[src/common/dotk_defines.svh]
`ifndef DOTK_DEFINES_SVH
`define DOTK_DEFINES_SVH

// datapath widths
// sample and coefficient word
`define DATA_W 16
// 24 products of 16x16 fit well inside 40 bits
`define ACC_W 40

// buffer geometry
`define ADDR_W 10
`define MEM_DEPTH 1024

// loop structure of one run
// outer loop, blocks per run
`define K_ITER 4
// inner loop, reads per block
`define J_LEN 24
// address step between block starts
`define I_STRIDE 128

`endif

[src/common/dotk_pkg.sv]
`include "dotk_defines.svh"

package dotk_pkg;

    // payload types
    // one buffer word
    typedef logic [`DATA_W-1:0] data_t;
    // one block sum
    typedef logic [`ACC_W-1:0] acc_t;
    // buffer address, shared by host and sequencer
    typedef logic [`ADDR_W-1:0] addr_t;

    // output drain FSM
    typedef enum logic [1:0] {
        // nothing held, ready to capture
        drain_idle,
        // sum offered on res_data
        drain_hold,
        // final sum of the run gone, out_fin high
        drain_last
    } drain_state_e;

endpackage

[src/logic/mac_lane.sv]
`timescale 1ns/1ps
`default_nettype none

module mac_lane (
    input  wire logic             clk,
    input  wire logic             rst,
    input  wire logic             k_init,
    input  wire logic             exec,
    input  wire logic             k_fin,
    input  wire dotk_pkg::data_t  src_data,
    input  wire dotk_pkg::data_t  coef_data,
    output logic                  sum_valid,
    output dotk_pkg::acc_t        sum_data
);

    logic           exec_d;
    dotk_pkg::acc_t acc;

    //////////////////////////////////////////////////
    // read latency alignment
    //////////////////////////////////////////////////

    // buffers answer one cycle after the address
    always_ff @(posedge clk) begin
        if (rst) begin
            exec_d <= 1'b0;
        end else begin
            exec_d <= exec;
        end
    end

    // delayed k_fin doubles as the sum strobe
    // one cycle after k_fin the last product is in acc
    always_ff @(posedge clk) begin
        if (rst) begin
            sum_valid <= 1'b0;
        end else begin
            sum_valid <= k_fin;
        end
    end

    //////////////////////////////////////////////////
    // accumulator
    //////////////////////////////////////////////////

    // cleared at each block start
    // unsigned product, acc width leaves headroom
    always_ff @(posedge clk) begin
        if (k_init) begin
            acc <= '0;
        end else if (exec_d) begin
            acc <= acc + src_data * coef_data;
        end
    end

    // acc holds the block sum until the next k_init,
    // which cannot come before the drain has captured it
    assign sum_data = acc;

endmodule

`default_nettype wire

[config.mk]
export PLATFORM = sky130hd
export DESIGN_NAME = mac_lane
export DESIGN_NICKNAME = d
export VERILOG_FILES = /design/src/common/dotk_pkg.sv /design/src/logic/mac_lane.sv
export VERILOG_INCLUDE_DIRS = /design/src /design/src/common
export SDC_FILE = /design/constraint.sdc
export NUM_CORES = 1
export LEC_CHECK = 0
export BUFFER_PORTS_ARGS = -buffer_cell sky130_fd_sc_hd__buf_4
export CORE_MARGIN = 3
export CORE_UTILIZATION = 50
export CTS_CLUSTER_DIAMETER = 120
export DETAILED_ROUTE_END_ITERATION = 10
export GPL_ROUTABILITY_DRIVEN = 0
export PLACE_DENSITY = 0.68
export SLEW_MARGIN = 5
export SYNTH_ARGS = -nofsm -noshare
export SYNTH_HDL_FRONTEND = slang
export SYNTH_SLANG_ARGS = --single-unit
[constraint.sdc]
create_clock -name clk -period 6.8 [get_ports clk]
set_input_delay 0.68 -clock clk [delete_from_list [all_inputs] [get_ports clk]]
set_output_delay 0.68 -clock clk [all_outputs]
set_load 0.02 [all_outputs]
==> flow_summary.ini <==
[synthesis]
syn_nets = 1732
synth-async-reset-ratio_pct = 0
ys_seq_elements = 42
synth_edf_count = 0
netlist_top_cells_area = fa_1, ha_1, inv_1
syn_area_sq_mm = 0.0115
ys_seq_area_share_pct = 7.29
yosys.area.top_type = fa_1
yosys_most_used_dff = dfxtp_1
yosysWarnings = 0
synth.distinct_cells = 62
syn_area_per_cell_sq_um = 8.49
postSynthCellCount = 1359
synth_top_cell_area_share_pct = 39.2

[layout]
area_growth_pct = 8.43
layout_commonest_cell = inv_1
fillCellCount = 2059
final_net_count = 1771
regArea_sq_um = 842
antenna_cells = 0
finalCoreUtilization_pct = 56.3
drive_gt1_share_pct = 7.58
stdcell_count = 1679
multiInputGateArea_sq_mm = 0.00918
mostFrequentLayoutCells = inv_1, fa_1, nand2_1

[cts]
cts_tree = yes
path_clk_slew_ns = 0.06
cts_buffers = 5
post_cts_resized = 0
htreeDepth = 2
ctsHoldBuffers = 0
clkLatencyLatePin_ns = 0.29
root_buffer = clkbuf_16
cts_max_path_buffers = 2
tritoncts_num_sinks = 42
cts_setup_buffers = 0

[grt]
grt_max_degree = 53
grt_pass1_wl_um = 45800
grt-ovfl-total = 0
grt_usage_pct = 23.0
grt_pass1_vias = 9136
grt_antenna_before_repair = 0

[floorplanning]
fp.dieArea_sq_mm = 0.0249
die_x_um = 158
io_pins = 78
core_sq_mm = 0.0222
rows = 54
initial_core_util_pct = 51.9
die_height_um = 158

[timing]
rsz0062_at_grt = no
relSlewSlack_pct = 62.5
fin_skew_ns = 0.00230
period_minus_slack_ns = 6.31
worst_slew_pin_slew_ns = 0.562
tns_ns = 0
slew_violations = 0
holdWs_ns = 0.499
hold_viol_final = 0
setup_viol = 0
post-route-period-util_pct = 92.8
max_freq_ghz = 0.159

[detailed_routing]
drt-initial-drc-count = 508
detail-route-antenna-nets = 0
vias = 8930
viasPerCell = 5.32
drc = 0
firstDrtPassIters = 4
wire_per_inst_um = 16.3
wl_um = 27400

[run_status]
outcome = finished clean

[setup_path]
startpoint_type = input port
worst-path-max-fanout = 11
worstPathArrival_ns = 6.46
critPathCaptureType = flop
cp.required_ns = 6.95
crit_type = input port to flop

[hold_path]
hp-class = flop to flop

[placed_design]
dp_hpwl_um = 22700
io_buffer_count = 77
dp_cells = 1671

[job]
drv_cap = 0
==> cell usage after synthesis, types with 6 or more instances <==
cell type,number
a211oi_1,7
a21o_1,16
a21oi_1,38
and2_1,112
and3_1,11
clkbuf_1,44
dfxtp_1,42
fa_1,226
ha_1,110
inv_1,352
mux2i_1,12
nand2_1,183
nand2b_1,6
nand3_1,8
nand3b_1,8
nand4_1,7
nor2_1,41
nor3_1,16
o21ai_0,21
xnor2_1,6
xor2_1,9
==> cells by family after synthesis <==
logic type,synth area share (%)
AOI/OAI and AO/OA,8.59
xor gates and xnor gates,1.14
adders and majority gates,51.2
buffers and inverters,13.1
DFF,7.29
muxes,1.27
and+or+nand+nor,17.5
==> final timing paths <==
check / start / end / slack [ns] / cells after the start
worst max register to register: sum_data[11] / sum_data[31] / 1.78 / 16
worst max-delay path: coef_data[1] / sum_data[31] / 0.49 / 20
worst min-delay path: sum_data[4] / sum_data[4] / 0.50 / 2
worst min register to register: sum_data[4] / sum_data[4] / 0.50 / 2
==> routing by layer <==
layer  global-route usage [%]  up-vias  part of all wire, %
met5                        0        -                    0
met4                     3.84        0                  1.4
met3                     2.00       27                  4.2
met2                     40.0      209                   50
met1                     32.0     4502                   44
li1                         -     4192                    -
==> cell type report <==
cell class / instances / area share, %
timing repair buffer: 81 / 4.86
sequential: 42 / 6.73
clock buffer: 6 / 1.11
multi-input combinational: 916 / 73.4
tap: 280 / 2.80
clock inverter: 2 / 0.480
inverter: 352 / 10.6
==> registers in the layout (all words and copies together), names as in the netlist <==
name and cells:
exec_d 1, sum_valid 1, sum_data 40
==> through the flow <==
stage	setup slack (ns)	area, sq um
6_report	0.492	12500
3_3_place_gp	0.319	12300
3_5_place_dp	0.238	12300
5_1_grt	0.190	12500
4_1_cts	0.506	12500
2_1_floorplan	0.732	11500
==> critical path, cell delays in order <==
cell and delay, ns:
buf_4 0.17, buf_4 0.17, nand2_1 0.08, fa_1 0.52
fa_1 0.52, fa_1 0.52, inv_1 0.05, fa_1 0.50
fa_1 0.52, inv_1 0.06, fa_1 0.47, inv_1 0.04
ha_1 0.37, nand2_1 0.07, o21ai_0 0.44, nor3_1 0.19
a211oi_1 0.43, nor2_1 0.14, o311ai_0 0.34, o221ai_1 0.17
Power is left out: the tool's default activity adds up to more than one toggle a clock period on the data nets, which glitch-free logic cannot reach.
