<file path="src/common/dotk_defines.svh">
`ifndef DOTK_DEFINES_SVH
`define DOTK_DEFINES_SVH

// datapath widths
// sample and coefficient word
`define DATA_W 16
// 24 products of 16x16 fit well inside 40 bits
`define ACC_W 40

// buffer geometry
`define ADDR_W 10
`define MEM_DEPTH 1024

// loop structure of one run
// outer loop, blocks per run
`define K_ITER 4
// inner loop, reads per block
`define J_LEN 24
// address step between block starts
`define I_STRIDE 128

`endif

</file>
<file path="src/common/dotk_pkg.sv">
`include "dotk_defines.svh"

package dotk_pkg;

    // payload types
    // one buffer word
    typedef logic [`DATA_W-1:0] data_t;
    // one block sum
    typedef logic [`ACC_W-1:0] acc_t;
    // buffer address, shared by host and sequencer
    typedef logic [`ADDR_W-1:0] addr_t;

    // output drain FSM
    typedef enum logic [1:0] {
        // nothing held, ready to capture
        drain_idle,
        // sum offered on res_data
        drain_hold,
        // final sum of the run gone, out_fin high
        drain_last
    } drain_state_e;

endpackage

</file>
<file path="src/logic/out_drain.sv">
`timescale 1ns/1ps
`default_nettype none
`include "dotk_defines.svh"

module out_drain (
    input  wire logic             clk,
    input  wire logic             rst,
    input  wire logic             sum_valid,
    input  wire dotk_pkg::acc_t   sum_data,
    input  wire logic             res_stall,
    output logic                  res_valid,
    output dotk_pkg::acc_t        res_data,
    output logic                  out_busy,
    output logic                  out_fin
);

    localparam int C_W = $clog2(`K_ITER + 1);

    dotk_pkg::drain_state_e state;
    logic [C_W-1:0]         taken_cnt;
    logic                   taken;

    // result leaves when offered and not stalled
    assign taken = (state == dotk_pkg::drain_hold) & ~res_stall;

    //////////////////////////////////////////////////
    // drain FSM
    //////////////////////////////////////////////////

    always_ff @(posedge clk) begin
        if (rst) begin
            state     <= dotk_pkg::drain_idle;
            taken_cnt <= '0;
        end else begin
            case (state)
                dotk_pkg::drain_idle: begin
                    if (sum_valid) begin
                        state <= dotk_pkg::drain_hold;
                    end
                end
                dotk_pkg::drain_hold: begin
                    // last block of the run, restart the count
                    if (taken && taken_cnt == C_W'(`K_ITER - 1)) begin
                        state     <= dotk_pkg::drain_last;
                        taken_cnt <= '0;
                    end else if (taken) begin
                        state     <= dotk_pkg::drain_idle;
                        taken_cnt <= taken_cnt + 1'b1;
                    end
                end
                default: begin
                    state <= dotk_pkg::drain_idle;
                end
            endcase
        end
    end

    // capture only when empty
    always_ff @(posedge clk) begin
        if (state == dotk_pkg::drain_idle && sum_valid) begin
            res_data <= sum_data;
        end
    end

    // outputs straight from the state
    assign res_valid = (state == dotk_pkg::drain_hold);
    assign out_busy  = (state != dotk_pkg::drain_idle);
    assign out_fin   = (state == dotk_pkg::drain_last);

endmodule

`default_nettype wire

</file>
<file path="config.mk">
export PLATFORM = sky130hd
export DESIGN_NAME = out_drain
export DESIGN_NICKNAME = d
export VERILOG_FILES = /design/src/common/dotk_pkg.sv /design/src/logic/out_drain.sv
export VERILOG_INCLUDE_DIRS = /design/src /design/src/common
export SDC_FILE = /design/constraint.sdc
export NUM_CORES = 1
export LEC_CHECK = 0
export ABC_CLOCK_PERIOD_IN_PS = 3100
export BUFFER_PORTS_ARGS = -buffer_cell sky130_fd_sc_hd__buf_2
export CAP_MARGIN = 40
export CORE_UTILIZATION = 42
export CTS_BUF_LIST = sky130_fd_sc_hd__clkbuf_16
export CTS_CLUSTER_DIAMETER = 80
export DETAILED_ROUTE_END_ITERATION = 6
export GPL_ROUTABILITY_DRIVEN = 0
export PLACE_DENSITY = 0.78
export SYNTH_ARGS = -nofsm -noshare
export SYNTH_HDL_FRONTEND = slang
export SYNTH_SLANG_ARGS = --single-unit
</file>
<file path="constraint.sdc">
create_clock -name clk -period 3.1 [get_ports clk]
set_input_delay 0.62 -clock clk [delete_from_list [all_inputs] [get_ports clk]]
set_output_delay 0.62 -clock clk [all_outputs]
set_load 0.1 [all_outputs]
</file>
==> metrics.txt, run 1 <==
setup TNS=0 ps; clock latency at the later pin of the worst-skew pair=270 ps; cts hold-fix bufs=0; TritonCTS buffer count=5; DR vias=900; 1st-iter DRT viols=17; placed cell areas=1939 um^2; Root Buffer=clkbuf_16; final period utilization=0.6326; Setup Buffers After CTS=0; synth unique cells=18; drt via density=roughly 4.4; Die X=slightly above 60 um; num ports=87; number of H-tree levels=2; CTS tree=built; utilization after layout=0.6659; Tmin final=1961 ps; Cells after Synth=65; Max Clock Skew=approximately 2.6 ps; Max Transition Viols Final=0; first-pass GRT wire length=approximately 3600 um; # Max-Cap Violations=0; RR Startpoint=state[1]; total core area=3153 um^2; Clock Tree Buf Depth=2; syn_area_per_cell=22.14 um^2; peak supply drop=387.6 uV; vias in the first global route=slightly above 800; final instance area=approximately 2100 um^2; Port Buf Inserts=86; cell area after synthesis=between 1000 and 1500 um^2; startpoint types=register; die extent in y=~61 um; Multi-input gate area=141.4 um^2; Hold Slack=~460 ps; gr usage total=0.1410; drt wl/cell=roughly 12 um; most frequent cells in the layout=86 x buf_2, 40 x edfxtp_1, 5 x clkbuf_16, 5 x dfxtp_1, 3 x a21oi_1; crit path launch=state[1]; HPWL after detailed placement=1923 um; DRC errors left=0; number of cell rows=20; pwr dens=approximately 750 nW/um^2; Min-Delay Path Class=register to register; n_diodes=0; maximum clock frequency=510.0 MHz; register area share after synthesis=0.9043; Final Hold Fails=0; Req. time, crit path=about 2500 ps; GRT overflow=0; CP Capture Type=output pin; most common cell after layout, fill and taps aside=buf_2; Worst Hold Launch=taken_cnt[1]; layout cell share with drive strength beyond 1=0.6226; Area Overhead vs Synth=45.91%; Register Area=about 1300 um^2; pin count of the biggest net entering global routing=41; Final nets=just over 200; WL final=~2500 um; YS warnings=0; Routed Antenna Nets=0; initial antenna violation count=0; final setup fails=0; synthesized flop and latch total=45; Filler cells=between 200 and 250; Sink Count=45; crit path DAT=between 1000 and 1500 ps; Die ar.=around 3700 um^2; drt pass-1 iters=3; Setup CP Type=register to output pin; Starting Density=0.4563; slew at the pin closest to its max-slew limit=between 400 and 500 ps; syn_nets=110; Pleak=0.9068 nW; post-CTS sizing=0; Worst slew margin=0.6691; Max FO, Critical Path=6; RSZ-0062 raised after global routing=no; status=finished, final reports clean; Clock transition at path regs=~60 ps
[flip-flops by register name, indices dropped and copies added (netlist names)]
signal	cells
res_data	40
state	2
taken_cnt	3
[synthesized netlist by cell type (all sizes together)]
master	number	area, um^2
nand3b	1	7.510
or3b	1	11.26
nand2b	2	12.51
nor3b	1	12.51
edfxtp	40	1201
nor2b	1	6.260
nand2	2	7.510
inv	1	3.750
nor3	2	15.01
mux2i	1	10.01
nand3	1	5.000
dfxtp	5	100.1
a21oi	3	15.01
ha	1	12.51
and2b	1	8.760
nor2	1	3.750
or2	1	6.260
[per-stage QoR]
| stage | worst slack, ps | cells | total power, mW |
|---|---|---|---|
| 4_1_cts | 1131 | 203 | 1.594 |
| 3_5_place_dp | 1433 | 196 | 1.038 |
| 6_report | 1139 | 203 | 1.582 |
| 2_1_floorplan | 536.6 | 65 | 0.9755 |
| 3_3_place_gp | 1470 | 196 | 1.033 |
| 5_1_grt | 1088 | 203 | 1.628 |
[area by class of cell]
class,instances,share of cell area
Clock buffer,5,0.05959
Clock inverter,2,0.01669
Inverter,1,0.001788
Multi-Input combinational cell,19,0.06734
Sequential cell,45,0.6198
Tap cell,44,0.02622
Timing Repair Buffer,87,0.2086
[cells by family (layout without fill, tap and decap cells)]
group,count (synthesis),after routing,synth area share
buffers and inverters,1,95,0.002606
AO/OA/AOI/OAI,3,3,0.01043
adder cells (fa/ha/maj),1,1,0.008694
multiplexers,1,1,0.006957
flip-flops,45,45,0.9043
AND/OR/NAND/NOR,14,14,0.06695
[metal layers]
layer / routed length [um] / share of wire / global-route usage
met2: 1270 / 0.51 / 0.2512
met3: 293 / 0.12 / 0.07249
met5: 0 / 0 / 0
met1: 941 / 0.38 / 0.1412
met4: 0 / 0 / 0.04870
[power breakdown]
part | total [mW] | switching (mW) | internal, mW
combinational | 0.314 | 0.269 | 0.0458
clock | 0.559 | 0.186 | 0.373
sequential | 0.709 | 0.00849 | 0.701
total | 1.58 | 0.463 | 1.12
[path summary, 6_finish.rpt]
| check | end | slack [ps] | depth (start not counted) |
|---|---|---|---|
| setup / recovery | out_busy | 1140 | 2 |
| hold / removal | taken_cnt[1] | 460 | 2 |
| hold reg to reg | taken_cnt[1] | 460 | 2 |
| setup reg to reg | res_data[4] | 1590 | 3 |
[critical path, stage by stage (launching register included)]
cell,delay [ps]
dfxtp_1,430
or2_1,200
buf_2,440
(Power assumes the default switching activity.)
==> inputs of run 2 (changes only) <==
--- a/config.mk
+++ b/config.mk
@@ -6,7 +6,7 @@
 export SDC_FILE = /design/constraint.sdc
 export NUM_CORES = 1
 export LEC_CHECK = 0
-export ABC_CLOCK_PERIOD_IN_PS = 3100
+export ABC_CLOCK_PERIOD_IN_PS = 1880
 export BUFFER_PORTS_ARGS = -buffer_cell sky130_fd_sc_hd__buf_2
 export CAP_MARGIN = 40
 export CORE_UTILIZATION = 42
==> constraint.sdc (replaced) <==
create_clock -name clk -period 1.88 [get_ports clk]
set_input_delay 0.376 -clock clk [delete_from_list [all_inputs] [get_ports clk]]
set_output_delay 0.376 -clock clk [all_outputs]
set_load 0.1 [all_outputs]
==> run 2 against run 1 <==
First-iteration DRC count grew to 3.4 times the previous value. Register-to-register slack lost 1000 ps. Via count grew 2.1%. Highest routed layer is now met4. Sequential power grew 65%.
==> metrics.txt, run 2 (same netlist as run 1, synthesis figures left out) <==
Root Buffer=clkbuf_16; Die ar.=3664 um^2 (unchanged); overall power=2.626 mW (+66%); Setup Buffers After CTS=0 (unchanged); CP Capture Type=output pin; peak supply drop=573.1 uV (+48%); Starting Density=0.4563 (unchanged); DRC errors left=0 (unchanged); setup TNS=0 ps (unchanged); Clock Tree Buf Depth=2 (unchanged); die extent in y=60.53 um (unchanged); drt via density=4.527 (+2.1%); drt wl/cell=13.24 um (+7.3%); Max Transition Viols Final=0 (unchanged); utilization after layout=0.6714 (+0.005556); Top Registers=res_data: 40 flops, taken_cnt: 3 flops, state: 2 flops; Clock transition at path regs=60 ps (about the same); Die X=60.53 um (unchanged); most frequent cells in the layout=86 x buf_2, 40 x edfxtp_1, 5 x clkbuf_16, 5 x dfxtp_1, 3 x a21oi_1; GRT overflow=0 (unchanged); Min-Delay Path Class=input pin to register; post-CTS sizing=0 (unchanged); WL final=2688 um (+7.3%); n_diodes=0 (unchanged); Setup CP Type=register to output pin; 1st-iter DRT viols=58 (+41); Final nets=204 (unchanged); TritonCTS buffer count=5 (unchanged); final setup fails=0 (unchanged); gr usage total=0.1503 (+0.009291); maximum clock frequency=around 590 MHz; Routed Antenna Nets=0 (unchanged); final instance area=2117 um^2 (+0.83%); Req. time, crit path=1500 ps (-980 ps); num ports=87 (unchanged); final period utilization=0.9077; # Max-Cap Violations=0 (unchanged); max reg flops=40 (unchanged); pin count of the biggest net entering global routing=41 (unchanged); most common cell after layout, fill and taps aside=buf_2; initial antenna violation count=0 (unchanged); status=finished, final reports clean; Worst slew margin=0.6672 (-0.001861); Area Overhead vs Synth=47.13%; vias in the first global route=887 (+9.6%); Final Hold Fails=0 (unchanged); cts hold-fix bufs=0 (unchanged); number of cell rows=20 (unchanged); RSZ-0062 raised after global routing=no; Max FO, Critical Path=6 (unchanged); total core area=3153 um^2 (unchanged); first-pass GRT wire length=3767 um (+5.8%); Tmin final=1707 ps; Place WS=479.8 ps (-953.7 ps); Final Worst Setup Slack=173.5 ps (-965.6 ps); R2R cell count=3 (unchanged); placed cell areas=1957 um^2 (+0.90%); Max Clock Skew=2.531 ps (-0.06439 ps); Biggest register=res_data; clock latency at the later pin of the worst-skew pair=280 ps (about the same); DR vias=919 (+2.1%); crit path DAT=1330 ps (about the same); number of H-tree levels=2 (unchanged); layout cell share with drive strength beyond 1=0.6352 (+0.01258); startpoint types=register; pwr dens=1241 nW/um^2 (+65%); Sink Count=45 (unchanged); Pleak=0.9124 nW (+0.62%); HPWL after detailed placement=2060 um (+7.1%); worst hold stages=1 (-1); drt pass-1 iters=5 (+2); slew at the pin closest to its max-slew limit=502.7 ps (+2.811 ps); Port Buf Inserts=86 (unchanged); CTS tree=built
## run 2: area by class of cell
cell class | count | area (um^2)
Sequential cell | 45 | 1301
Tap cell | 44 | 55.05
Timing Repair Buffer | 87 | 450.4
Fill cell | 238 | 1036
Clock inverter | 2 | 35.03
Clock buffer | 5 | 125.1
Inverter | 1 | 3.754
Multi-Input combinational cell | 19 | 146.4
## run 2: worst paths after layout
check	startpoint	to	slack, ps
hold / removal	sum_data[7]	res_data[7]	270
setup reg to reg	state[1]	res_data[20]	550
setup / recovery	state[1]	out_busy	170
hold reg to reg	taken_cnt[2]	taken_cnt[2]	460
## run 2: routing by layer
metal	wire length, um	share of wire	track usage	vias to the layer above
met1	962	0.36	0.1259	409
met5	0	0	0	-
li1	-	-	-	432
met3	306	0.11	0.07249	12
met4	77	0.029	0.09091	0
met2	1341	0.50	0.2794	66
## run 2: report_power, final
group          switching [mW]  internal [mW]
registers              0.0137           1.15
clock network           0.316          0.615
logic                   0.445         0.0812
## run 2: stage by stage
| stage | instances | hold WS (ps) |
|---|---|---|
| after floorplan | 65 | 420.7 |
| after global placement | 196 | 428.6 |
| after detailed placement | 196 | 448.1 |
| after CTS | 203 | 266.5 |
| after global routing | 203 | 263.4 |
| final | 203 | 271.1 |
## run 2: worst max-delay path, stage by stage, from the launching register on
cell and delay, ps:
dfxtp_1 440, or2_4 190, buf_2 420
