**config.mk**
```make
export PLATFORM = sky130hd
export DESIGN_NAME = exe_ctrl
export DESIGN_NICKNAME = d
export VERILOG_FILES = /design/src/common/dotk_pkg.sv /design/src/exe/agu_next.sv /design/src/exe/exe_ctrl.sv
export VERILOG_INCLUDE_DIRS = /design/src /design/src/common
export SDC_FILE = /design/constraint.sdc
export NUM_CORES = 1
export LEC_CHECK = 0
export BUFFER_PORTS_ARGS = -buffer_cell sky130_fd_sc_hd__buf_2
export CELL_PAD_IN_SITES_DETAIL_PLACEMENT = 0
export CELL_PAD_IN_SITES_GLOBAL_PLACEMENT = 1
export CORE_UTILIZATION = 41
export DETAILED_ROUTE_END_ITERATION = 7
export GPL_ROUTABILITY_DRIVEN = 1
export HOLD_SLACK_MARGIN = 0.15
export PLACE_DENSITY_LB_ADDON = 0.1
export SETUP_SLACK_MARGIN = 0.4
export SYNTH_ARGS = -nofsm -noshare
export SYNTH_HDL_FRONTEND = slang
export SYNTH_HIERARCHICAL = 1
export SYNTH_SLANG_ARGS = --single-unit
```
**constraint.sdc**
```tcl
create_clock -name clk -period 3.6 [get_ports clk]
set_input_delay 0.54 -clock clk [delete_from_list [all_inputs] [get_ports clk]]
set_output_delay 0.54 -clock clk [all_outputs]
set_load 0.005 [all_outputs]
```
**src/common/dotk_defines.svh**
```systemverilog
`ifndef DOTK_DEFINES_SVH
`define DOTK_DEFINES_SVH

// datapath widths
// sample and coefficient word
`define DATA_W 16
// 24 products of 16x16 fit well inside 40 bits
`define ACC_W 40

// buffer geometry
`define ADDR_W 10
`define MEM_DEPTH 1024

// loop structure of one run
// outer loop, blocks per run
`define K_ITER 4
// inner loop, reads per block
`define J_LEN 24
// address step between block starts
`define I_STRIDE 128

`endif

```
**src/common/dotk_pkg.sv**
```systemverilog
`include "dotk_defines.svh"

package dotk_pkg;

    // payload types
    // one buffer word
    typedef logic [`DATA_W-1:0] data_t;
    // one block sum
    typedef logic [`ACC_W-1:0] acc_t;
    // buffer address, shared by host and sequencer
    typedef logic [`ADDR_W-1:0] addr_t;

    // output drain FSM
    typedef enum logic [1:0] {
        // nothing held, ready to capture
        drain_idle,
        // sum offered on res_data
        drain_hold,
        // final sum of the run gone, out_fin high
        drain_last
    } drain_state_e;

endpackage

```
**src/exe/agu_next.sv**
```systemverilog
`timescale 1ns/1ps
`default_nettype none

module agu_next #(
    parameter int W   = 4,
    parameter int INI = 0,
    parameter int FIN = 3
) (
    input  wire logic   clk,
    input  wire logic   rst,
    input  wire logic   start,
    input  wire logic   en,
    output logic [W-1:0] data,
    output logic         next,
    output logic         last
);

    logic armed;
    logic step;

    // counts only between start and the terminal step
    assign step = armed & en;
    assign last = step & (data == W'(FIN));
    assign next = step & (data != W'(FIN));

    always_ff @(posedge clk) begin
        if (rst) begin
            armed <= 1'b0;
            data  <= W'(INI);
        end else if (start) begin
            armed <= 1'b1;
            data  <= W'(INI);
        end else if (last) begin
            // hold the end value once done
            armed <= 1'b0;
        end else if (next) begin
            data <= data + 1'b1;
        end
    end

endmodule

`default_nettype wire

```
**src/exe/exe_ctrl.sv**
```systemverilog
`timescale 1ns/1ps
`default_nettype none
`include "dotk_defines.svh"

module exe_ctrl (
    input  wire logic          clk,
    input  wire logic          rst,
    input  wire logic          s_init,
    input  wire logic          out_busy,
    input  wire logic          out_fin,
    output logic               s_fin,
    output logic               k_init,
    output logic               k_fin,
    output logic               exec,
    output dotk_pkg::addr_t    exec_src_addr
);

    // counter widths, one spare bit keeps $clog2 nonzero
    localparam int I_W = $clog2(`K_ITER + 1);
    localparam int J_W = $clog2(`J_LEN + 1);

    logic [I_W-1:0] i_cnt;
    logic [J_W-1:0] j_cnt;
    logic           next_i;
    logic           last_i;
    logic           last_j;
    logic           s_init_d;
    logic           blk_d1;
    logic           blk_d2;
    logic           blk_d3;
    logic           blk_pend;
    logic           fin_win;

    //////////////////////////////////////////////////
    // block start
    //////////////////////////////////////////////////

    // run start seen one cycle late
    always_ff @(posedge clk) begin
        if (rst) begin
            s_init_d <= 1'b0;
        end else begin
            s_init_d <= s_init;
        end
    end

    // next block request, two cycles behind k_fin
    always_ff @(posedge clk) begin
        if (rst) begin
            blk_d1 <= 1'b0;
            blk_d2 <= 1'b0;
            blk_d3 <= 1'b0;
        end else begin
            blk_d1 <= next_i;
            blk_d2 <= blk_d1;
            blk_d3 <= blk_d2;
        end
    end

    // request parked here while the drain is busy
    always_ff @(posedge clk) begin
        if (rst) begin
            blk_pend <= 1'b0;
        end else if (k_init) begin
            blk_pend <= 1'b0;
        end else if (s_init_d || blk_d3) begin
            blk_pend <= 1'b1;
        end
    end

    // fire as soon as the held sum has left
    assign k_init = (s_init_d | blk_d3 | blk_pend) & ~out_busy;

    //////////////////////////////////////////////////
    // inner loop and exec window
    //////////////////////////////////////////////////

    // high from the cycle after k_init up to the inner terminal count
    always_ff @(posedge clk) begin
        if (rst) begin
            exec  <= 1'b0;
            k_fin <= 1'b0;
        end else begin
            exec  <= k_init | (exec & ~last_j);
            k_fin <= last_j;
        end
    end

    // outer loop, steps once per block
    agu_next #(.W(I_W), .INI(0), .FIN(`K_ITER - 1)) l_i (
        .clk(clk), .rst(rst), .start(s_init_d), .en(last_j),
        .data(i_cnt), .next(next_i), .last(last_i)
    );

    // inner loop, loaded by k_init so j is 0 in the first exec cycle
    agu_next #(.W(J_W), .INI(0), .FIN(`J_LEN - 1)) l_j (
        .clk(clk), .rst(rst), .start(k_init), .en(1'b1),
        .data(j_cnt), .next(), .last(last_j)
    );

    // block base plus inner offset
    assign exec_src_addr = dotk_pkg::addr_t'(i_cnt * `I_STRIDE + j_cnt);

    //////////////////////////////////////////////////
    // end of run
    //////////////////////////////////////////////////

    // open after the last block, wait for the drain to empty
    always_ff @(posedge clk) begin
        if (rst) begin
            fin_win <= 1'b0;
        end else if (last_i) begin
            fin_win <= 1'b1;
        end else if (out_fin) begin
            fin_win <= 1'b0;
        end
    end

    always_ff @(posedge clk) begin
        if (rst) begin
            s_fin <= 1'b0;
        end else begin
            s_fin <= fin_win & out_fin;
        end
    end

endmodule

`default_nettype wire

```
==> impl_metrics.yaml, run 1 <==
setup_path:
  cp_data_arrival_time_ns: 1.34
  startpoint_types: "register"
  cp_max_fo: 7
  critPathRequiredTime_ns: 3.06
  crit_start: "s_init_d"
  reg2reg_from: "l_j/data[0]"
  critPathKind: "reg -> out"
  endpoint_kind: "primary output"
layout:
  final_net_count: 115
  post_route_cells_drive_above_1_share_pct: 27.36
  area.growth.synth_to_final_pct: 14.14
  fillCellCount: 203
  fin_cells: 133
  diodes: 0
yosys:
  postSynth.topFlopCell: "dfxtp_1"
  yosys-top-cells-count: "dfxtp_1 (19), nor2_1 (7), and2b_2 (5), inv_1 (5)"
  synth_edf_count: 0
  yosysSeqAreaShare_pct: 45.24
  synth_warnings: 6
  yosysTopAreaCell: "dfxtp_1"
  synth.top_cells.by_area: "dfxtp_1 (45%), and2b_2 (5.2%), ha_1 (4.5%), mux2_4 (3.6%), nor3b_1 (3.6%)"
  ys_types: 32
  yosys.area.top_type_share_pct: 45.24
  post_syn_instances: 86
  ys_async_sr_fraction_pct: 0
  syn-cell-area_um2: 840.8
  ys_ff_latch: 19
  syn_area_per_cell_um2: 9.777
  yosys.cell_count.top_type: "dfxtp_1"
global_route:
  grt_pass1_vias: 515
  grt_pass1_wl_um: 2173
  grt_max_usage_layer: "met2"
  global_route.usage.total_pct: 14.34
  antenna_found_initial: 0
  global_routing_usage_on_met1_pct: 15.62
  grt_use_met2_pct: 24.93
  pin_count_of_the_biggest_net_entering_global_routing: 21
  overflow: 0
  grt_util_met3_pct: 6.923
clocking:
  hold_fix_buffer_count_after_cts: 0
  number_of_buffers_on_the_longest_clock_path: 2
  ctsRootBufferMaster: "clkbuf_4"
  cts_tree: "built"
  cts_max_level: 1
  cts.sinks: 19
  clock_pin_slew_worst_setup_and_hold_paths_ns: 0.11
  latest_clock_arrival_within_the_worst_skew_pair_ns: 0.29
  cts_repair_resize_count: 0
  cts.repair_timing.setup_buffer_count: 0
  cts_buffers: 3
placed_design:
  hpwlAfterDp_um: 1058
  pre_cts_ws_ns: 1.845
  placed_cells: 129
  finalWeightedCongestion: 0.7194
  numPortBuffers: 16
route:
  route.vias.total: 655
  routedWlPerCell_um: 10.91
  initialDrtViolationCount: 1
  final_antenna_net_count: 0
  drt_first_pass_iters: 4
  vias_per_cell: 4.925
  aggregate_routed_wire_length_um: 1451
  detail_route.drc_violations: 0
timing:
  finClkSkew_ns: 0.001432
  period_minus_slack_ns: 1.880
  hold_viol_final: 0
  hold_slack_ns: 0.4424
  setup_viol: 0
  timing.final.ws_setup_ns: 1.720
  final_max_slew_viol_count: 0
  timing.setup.tns_ns: 0
  rsz_0062_raised_after_global_routing: "no"
  finalCritPeriodShare_pct: 52.24
  clock.fmax_mhz: 531.8
die:
  die_h_um: 47.29
  starting_density_of_the_core_pct: 43.30
  die_width_um: 47.29
  fp.dieArea_mm2: 0.002236
  number_of_placement_rows: 16
  core_mm2: 0.001942
  boundaryPins: 19
pwr:
  worst_ir_drop_vdd_v: 0.0002723
  powerDensity_mw_per_mm2: 359.0
  cellLeakagePower_nw: 0.4276
worst_hold_path:
  timing.hold.worst.start: "fin_win"
  hold_class: "reg -> reg"
run_status:
  outcome: "finished, final reports clean"
run:
  max_cap_viol_count: 0
[power breakdown]
| group | internal, mW | switching (mW) |
|---|---|---|
| sequential | 0.214 | 0.00380 |
| clock | 0.0414 | 0.0656 |
| combinational | 0.00834 | 0.0113 |
| total | 0.264 | 0.0807 |
[area by class of cell]
class                           instances  area, um2  share of cell area [%]
Clock inverter                          1      5.005                  0.5215
Tap cell                               27      33.78                   3.520
Clock buffer                            3      22.52                   2.347
Inverter                                5      18.77                   1.956
Multi-Input combinational cell         62      419.2                   43.68
Sequential cell                        19      380.4                   39.63
Timing Repair Buffer                   16      80.08                   8.344
[cells by family (layout without fill, tap and decap cells)]
kind of cell	Yosys count	after routing	share of synthesized area [%]
adders and majority gates	3	3	4.465
and+or+nand+nor	38	38	29.32
DFF	19	19	45.24
AOI/OAI and AO/OA	13	13	9.822
muxes	2	2	3.572
buffers and inverters	9	25	6.696
other	2	6	0.8932
[state kept, by name, indices dropped and copies added (netlist names)]
name / count
l_i/armed: 1
exec: 1
s_init_d: 1
l_j/armed: 1
k_fin: 1
l_i/data: 3
fin_win: 1
blk_d3: 1
blk_pend: 1
l_j/data: 5
blk_d1: 1
blk_d2: 1
s_fin: 1
[critical path: stages, from the launching register on]
cell	delay, ns
dfxtp_1	0.48
nor3_1	0.11
nor2_1	0.28
buf_2	0.18
[per-layer routing]
metal / wire, um / vias up / part of all wire, %
met2: 712 / 13 / 49
met4: 10 / 0 / 0.69
met1: 666 / 306 / 46
met3: 61 / 2 / 4.2
li1: - / 334 / -
met5: 0 / - / 0
[worst paths after layout]
check	to	cells past startpoint	slack, ns
setup reg to reg	l_i/data[0]	5	1.83
hold reg to reg	s_fin	2	0.44
setup / recovery	k_init	3	1.72
hold / removal	s_fin	2	0.44
[through the flow]
| step | utilization (%) | power (mW) | area (um2) |
|---|---|---|---|
| global route | 49.42 | 0.3640 | 959.7 |
| floorplan | - | 0.2363 | 855.8 |
| detailed placement | 48.00 | 0.2424 | 932.1 |
| CTS | 49.42 | 0.3502 | 959.7 |
| finish | 49.42 | 0.3445 | 959.7 |
| global placement | 48.00 | 0.2421 | 932.1 |
[placed cells by master, fill, tap and decap left out, drive strengths merged, types with 4 or more instances in the layout]
| cell | n |
|---|---|
| nor3b | 4 |
| inv | 5 |
| nor2 | 7 |
| conb | 6 |
| dfxtp | 19 |
| o21ai | 4 |
| buf | 16 |
| and2b | 5 |
| nand2 | 4 |
No activity file was read; power rests on OpenSTA's default activity.
==> run 2: changes to the inputs <==
--- a/config.mk
+++ b/config.mk
@@ -9,7 +9,7 @@
 export BUFFER_PORTS_ARGS = -buffer_cell sky130_fd_sc_hd__buf_2
 export CELL_PAD_IN_SITES_DETAIL_PLACEMENT = 0
 export CELL_PAD_IN_SITES_GLOBAL_PLACEMENT = 1
-export CORE_UTILIZATION = 41
+export CORE_UTILIZATION = 38
 export DETAILED_ROUTE_END_ITERATION = 7
 export GPL_ROUTABILITY_DRIVEN = 1
 export HOLD_SLACK_MARGIN = 0.15
==> constraint.sdc (replaced) <==
create_clock -name clk -period 1.9 [get_ports clk]
set_input_delay 0.285 -clock clk [delete_from_list [all_inputs] [get_ports clk]]
set_output_delay 0.285 -clock clk [all_outputs]
set_load 0.005 [all_outputs]
==> run 2 against run 1 <==
First-iteration DRC count grew to 11 times the previous value. Die area grew 7.6%. Worst hold slack lost 0.22 ns. Combinational power grew 95%. Global-route usage grew 0.075 points. Highest routed layer is now met3. Utilization grew 0.70 points. Clock-buffer cell count grew 1. Critical path depth grew 2. Largest power group unchanged. Final cell count grew 2.3%. Critical path type is now reg -> reg.
==> impl_metrics.yaml, run 2 (same netlist as run 1, synthesis figures left out) <==
pwr:
  powerDensity_mw_per_mm2: 634.8
  cellLeakagePower_nw: 0.4397
  worst_ir_drop_vdd_v: 0.0003438
die:
  starting_density_of_the_core_pct: 41.58
  die_h_um: 49.04
  fp.dieArea_mm2: 0.002405
  number_of_placement_rows: 16
  die_width_um: 49.04
  boundaryPins: 19
  core_mm2: 0.002022
timing:
  final_max_slew_viol_count: 0
  timing.final.ws_setup_ns: 0.4381
  timing.setup.tns_ns: 0
  finClkSkew_ns: 0.002939
  setup_viol: 0
  rsz_0062_raised_after_global_routing: "yes"
  clock.fmax_mhz: 684.0
  finalCritPeriodShare_pct: 76.94
  hold_viol_final: 0
  period_minus_slack_ns: 1.462
route:
  initialDrtViolationCount: 11
  route.vias.total: 650
  detail_route.drc_violations: 0
  routedWlPerCell_um: 10.86
  final_antenna_net_count: 0
  drt_first_pass_iters: 3
  vias_per_cell: 4.779
  aggregate_routed_wire_length_um: 1477
clocking:
  latest_clock_arrival_within_the_worst_skew_pair_ns: 0.28
  ctsRootBufferMaster: "clkbuf_4"
  clock_pin_slew_worst_setup_and_hold_paths_ns: 0.10
  cts_buffers: 3
  cts.sinks: 19
  number_of_buffers_on_the_longest_clock_path: 2
  cts_tree: "built"
  cts_max_level: 1
placed_design:
  finalWeightedCongestion: 0.8195
  numPortBuffers: 16
  placed_cells: 129
  hpwlAfterDp_um: 1072
  pre_cts_ws_ns: 0.2705
global_route:
  grt_pass1_wl_um: 2663
  pin_count_of_the_biggest_net_entering_global_routing: 21
  global_route.usage.total_pct: 14.42
  overflow: 0
  grt_pass1_vias: 626
  antenna_found_initial: 0
setup_path:
  cp_max_fo: 5
  critPathRequiredTime_ns: 2.08
  endpoint_kind: "register"
  cp_data_arrival_time_ns: 1.64
  critPathKind: "reg -> reg"
  startpoint_types: "register"
layout:
  final_core_util_pct: 50.12
  final_net_count: 118
  reg.largest.list: "l_j/data: 5 flops, l_i/data: 3 flops"
  diodes: 0
  largest_register_ffs: 5
  seqCellArea_um2: 389.1
  post_route_cells_drive_above_1_share_pct: 35.78
  multiInputGateArea_um2: 442.9
  fin_cells: 136
  top_register: "l_j/data"
  area.growth.synth_to_final_pct: 20.54
  mostFrequentLayoutCells: "dfxtp_1 (16), buf_2 (16), conb_1 (6)"
  fillCellCount: 205
run_status:
  outcome: "finished, final reports clean"
run:
  max_cap_viol_count: 0
worst_hold_path:
  hold_class: "in -> reg"
[run 2: final timing paths]
path | cells past startpoint | slack [ns] | startpoint | end
worst max-delay path | 5 | 0.44 | l_j/data[0] | l_i/data[1]
worst min-delay path | 2 | 0.22 | s_init | s_init_d
worst max register to register | 5 | 0.44 | l_j/data[0] | l_i/data[1]
worst min register to register | 2 | 0.43 | fin_win | s_fin
[run 2: area by class of cell]
| type | instances | share of cell area, % |
|---|---|---|
| multi-input combinational | 62 | 43.70 |
| sequential | 19 | 38.40 |
| timing repair buffer | 19 | 10.12 |
| tap | 27 | 3.333 |
| clock buffer | 4 | 2.593 |
| inverter | 5 | 1.852 |
[run 2: worst max-delay path: stages, from the launching register on]
cell      delay (ns)
dfxtp_4         0.39
ha_4            0.14
nand4b_1        0.14
nor2_2          0.13
and3b_2         0.25
mux2_4          0.31
[run 2: what timing repair did]
item,in CTS,in global routing
pin swaps,2,0
endpoints found under the setup margin,3,2
hold buffers,0,0
setup buffers,3,0
resized for setup,4,2
[run 2: layer usage]
layer	global-route usage, %	wire [um]	share of wire, %	vias to the layer above
met3	3.115	64	4.3	0
met2	21.76	636	43	12
met4	5.882	0	0	0
met5	0	0	0	-
li1	-	-	-	339
met1	19.81	775	52	299
[run 2: through the flow]
step	hold WS (ns)	total power, mW	cell area, um2
5_1_grt	0.2118	0.6788	1013
2_1_floorplan	0.3571	0.4486	873.3
3_3_place_gp	0.4138	0.4601	949.7
3_5_place_dp	0.4229	0.4601	949.7
4_1_cts	0.2081	0.6591	1008
6_report	0.2194	0.6434	1013
[run 2: report_power, final]
part	switching, mW	total, mW	internal [mW]
clock network	0.112	0.193	0.0814
logic	0.0214	0.0383	0.0169
registers	0.00809	0.412	0.404
total	0.141	0.643	0.502
==> run 3: changes to the inputs <==
==> constraint.sdc (replaced) <==
create_clock -name clk -period 1.5 [get_ports clk]
set_input_delay 0.225 -clock clk [delete_from_list [all_inputs] [get_ports clk]]
set_output_delay 0.225 -clock clk [all_outputs]
set_load 0.005 [all_outputs]
==> run 3 against run 2 <==
Routed wire length grew 26%. Register-to-register slack got worse by 0.39 ns. First-iteration DRC count decreased by 45%. Non-clock buffer count is 17 higher. Clock-buffer cell count is 1 lower. Die area did not move. Clock power rose by 34%. Critical path depth is the same. Via count is 13% higher. Maximum frequency grew 0.48%. Sequential power is 26% higher. Critical endpoint unchanged. Largest cell class unchanged.
==> impl_metrics.yaml, run 3 (same netlist as run 1, synthesis figures left out) <==
setup_path:
  path_delay_family: "simple AND/OR/NAND/NOR gates"
  cp_max_fo: 3
  critPathKind: "reg -> reg"
  worst_path_max_delay_cell: "dfxtp_4"
  reg2regPathDepth: 5
  critPathRequiredTime_ns: 1.69
  worst_r2r_setup_slack_ns: 0.05
  cp_num_buf_inv: 0
  crit_path_cell_trace: "ha_4, nand4b_1, nor2_2, and3b_2, mux2_4"
  startpoint_types: "register"
  reg2reg_from: "l_j/data[1]"
  timing.critical_path.to: "l_i/data[1]"
  endpoint_kind: "register"
  cp.depth: 5
  critical_path.reg2reg.endpoint: "l_i/data[1]"
  max_incr_delay_on_cp_ns: 0.38
  cp_data_arrival_time_ns: 1.65
  crit_start: "l_j/data[1]"
run:
  max_cap_viol_count: 0
timing:
  hold_viol_final: 0
  clock.fmax_mhz: 687.4
  timing.final.ws_setup_ns: 0.04516
  finClkSkew_ns: 0.0009302
  finalCritPeriodShare_pct: 96.99
  setup_viol: 0
  rsz_0062_raised_after_global_routing: "yes"
  final_max_slew_viol_count: 0
  period_minus_slack_ns: 1.455
die:
  fp.dieArea_mm2: 0.002405
  die_width_um: 49.04
  boundaryPins: 19
  number_of_placement_rows: 16
  starting_density_of_the_core_pct: 41.58
  die_h_um: 49.04
  core_mm2: 0.002022
clocking:
  clock_pin_slew_worst_setup_and_hold_paths_ns: 0.11
  cts_tree: "built"
  cts_max_level: 1
  cts.sinks: 19
  number_of_buffers_on_the_longest_clock_path: 2
  cts_buffers: 3
  ctsRootBufferMaster: "clkbuf_4"
  latest_clock_arrival_within_the_worst_skew_pair_ns: 0.29
pwr:
  cellLeakagePower_nw: 0.5432
  powerDensity_mw_per_mm2: 680.3
  worst_ir_drop_vdd_v: 0.0004218
global_route:
  global_route.usage.total_pct: 16.49
  grt_pass1_wl_um: 3036
  antenna_found_initial: 0
  overflow: 0
  pin_count_of_the_biggest_net_entering_global_routing: 21
  grt_pass1_vias: 699
placed_design:
  finalWeightedCongestion: 0.8198
  hpwlAfterDp_um: 1120
  placed_cells: 133
  numPortBuffers: 16
  detailed_place.area_um2: 994.7
  pre_cts_ws_ns: -0.01387
layout:
  post_route_cells_drive_above_1_share_pct: 50.79
  finish.instance_area_mm2: 0.001256
  area.growth.synth_to_final_pct: 49.40
  reg.largest.list: "l_j/data: 5 flops, l_i/data: 3 flops"
  fin_cells: 153
  mostFrequentLayoutCells: "buf_2 (12), buf_6 (12), dfxtp_1 (10)"
  largest_register_ffs: 5
  diodes: 0
  top_register: "l_j/data"
  final_net_count: 135
route:
  drt_first_pass_iters: 4
  routedWlPerCell_um: 12.21
  vias_per_cell: 4.784
  initialDrtViolationCount: 6
  detail_route.drc_violations: 0
  aggregate_routed_wire_length_um: 1868
  final_antenna_net_count: 0
  route.vias.total: 732
worst_hold_path:
  hold_class: "in -> reg"
run_status:
  outcome: "finished, final reports clean"
## run 3: cell types whose count changed in the layout (fill, tap and decap cells not counted), sizes merged
cell | previous run | this run
buf | 19 | 33
clkbuf | 4 | 3
dlygate4sd3 | 0 | 3
clkinv | 0 | 1
## run 3: worst min-delay path by stage
stage	startpoint	end	cells past startpoint
6_report	out_busy	blk_pend	2
5_1_grt	out_busy	blk_pend	2
4_1_cts	out_busy	blk_pend	2
3_5_place_dp	fin_win	s_fin	2
3_3_place_gp	fin_win	s_fin	2
2_1_floorplan	rst	l_j/armed	1
## run 3: power by group
| group | switching [mW] | internal [mW] | total, mW |
|---|---|---|---|
| clock network | 0.160 | 0.0991 | 0.259 |
| logic | 0.0358 | 0.0386 | 0.0744 |
| registers | 0.00976 | 0.511 | 0.521 |
| total | 0.205 | 0.649 | 0.855 |
## run 3: cell type report
class / count / area, um2
clock buffer: 3 / 22.52
clock inverter: 1 / 5.005
fill: 179 / 765.7
inverter: 5 / 18.77
multi-input combinational: 62 / 486.7
sequential: 19 / 396.6
tap: 27 / 33.78
timing repair buffer: 36 / 292.8
## run 3: repair_timing
action,in CTS,in global routing
pin swaps,11,4
buffers inserted,9,4
hold buffers,3,0
endpoints found under the setup margin,17,21
hold endpoints to repair,3,0
resized for setup,18,9
## run 3: through the flow
| stage | setup TNS (ns) | hold WS [ns] | util [%] | power, mW |
|---|---|---|---|---|
| finish | 0 | 0.2087 | 62.13 | 0.8546 |
| global route | -0.06157 | 0.1817 | 62.13 | 0.9045 |
| CTS | 0 | 0.1900 | 58.66 | 0.8578 |
| detailed placement | -0.02507 | 0.4268 | 49.20 | 0.5816 |
| global placement | 0 | 0.4130 | 49.20 | 0.5820 |
| floorplan | 0 | 0.2971 | - | 0.5673 |
## run 3: per-layer routing
metal | up-vias | global-route usage (%) | wire length, um
li1 | 374 | - | -
met5 | - | 0 | 0
met3 | 2 | 4.361 | 53
met2 | 12 | 25.46 | 899
met1 | 344 | 22.44 | 897
met4 | 0 | 4.902 | 18
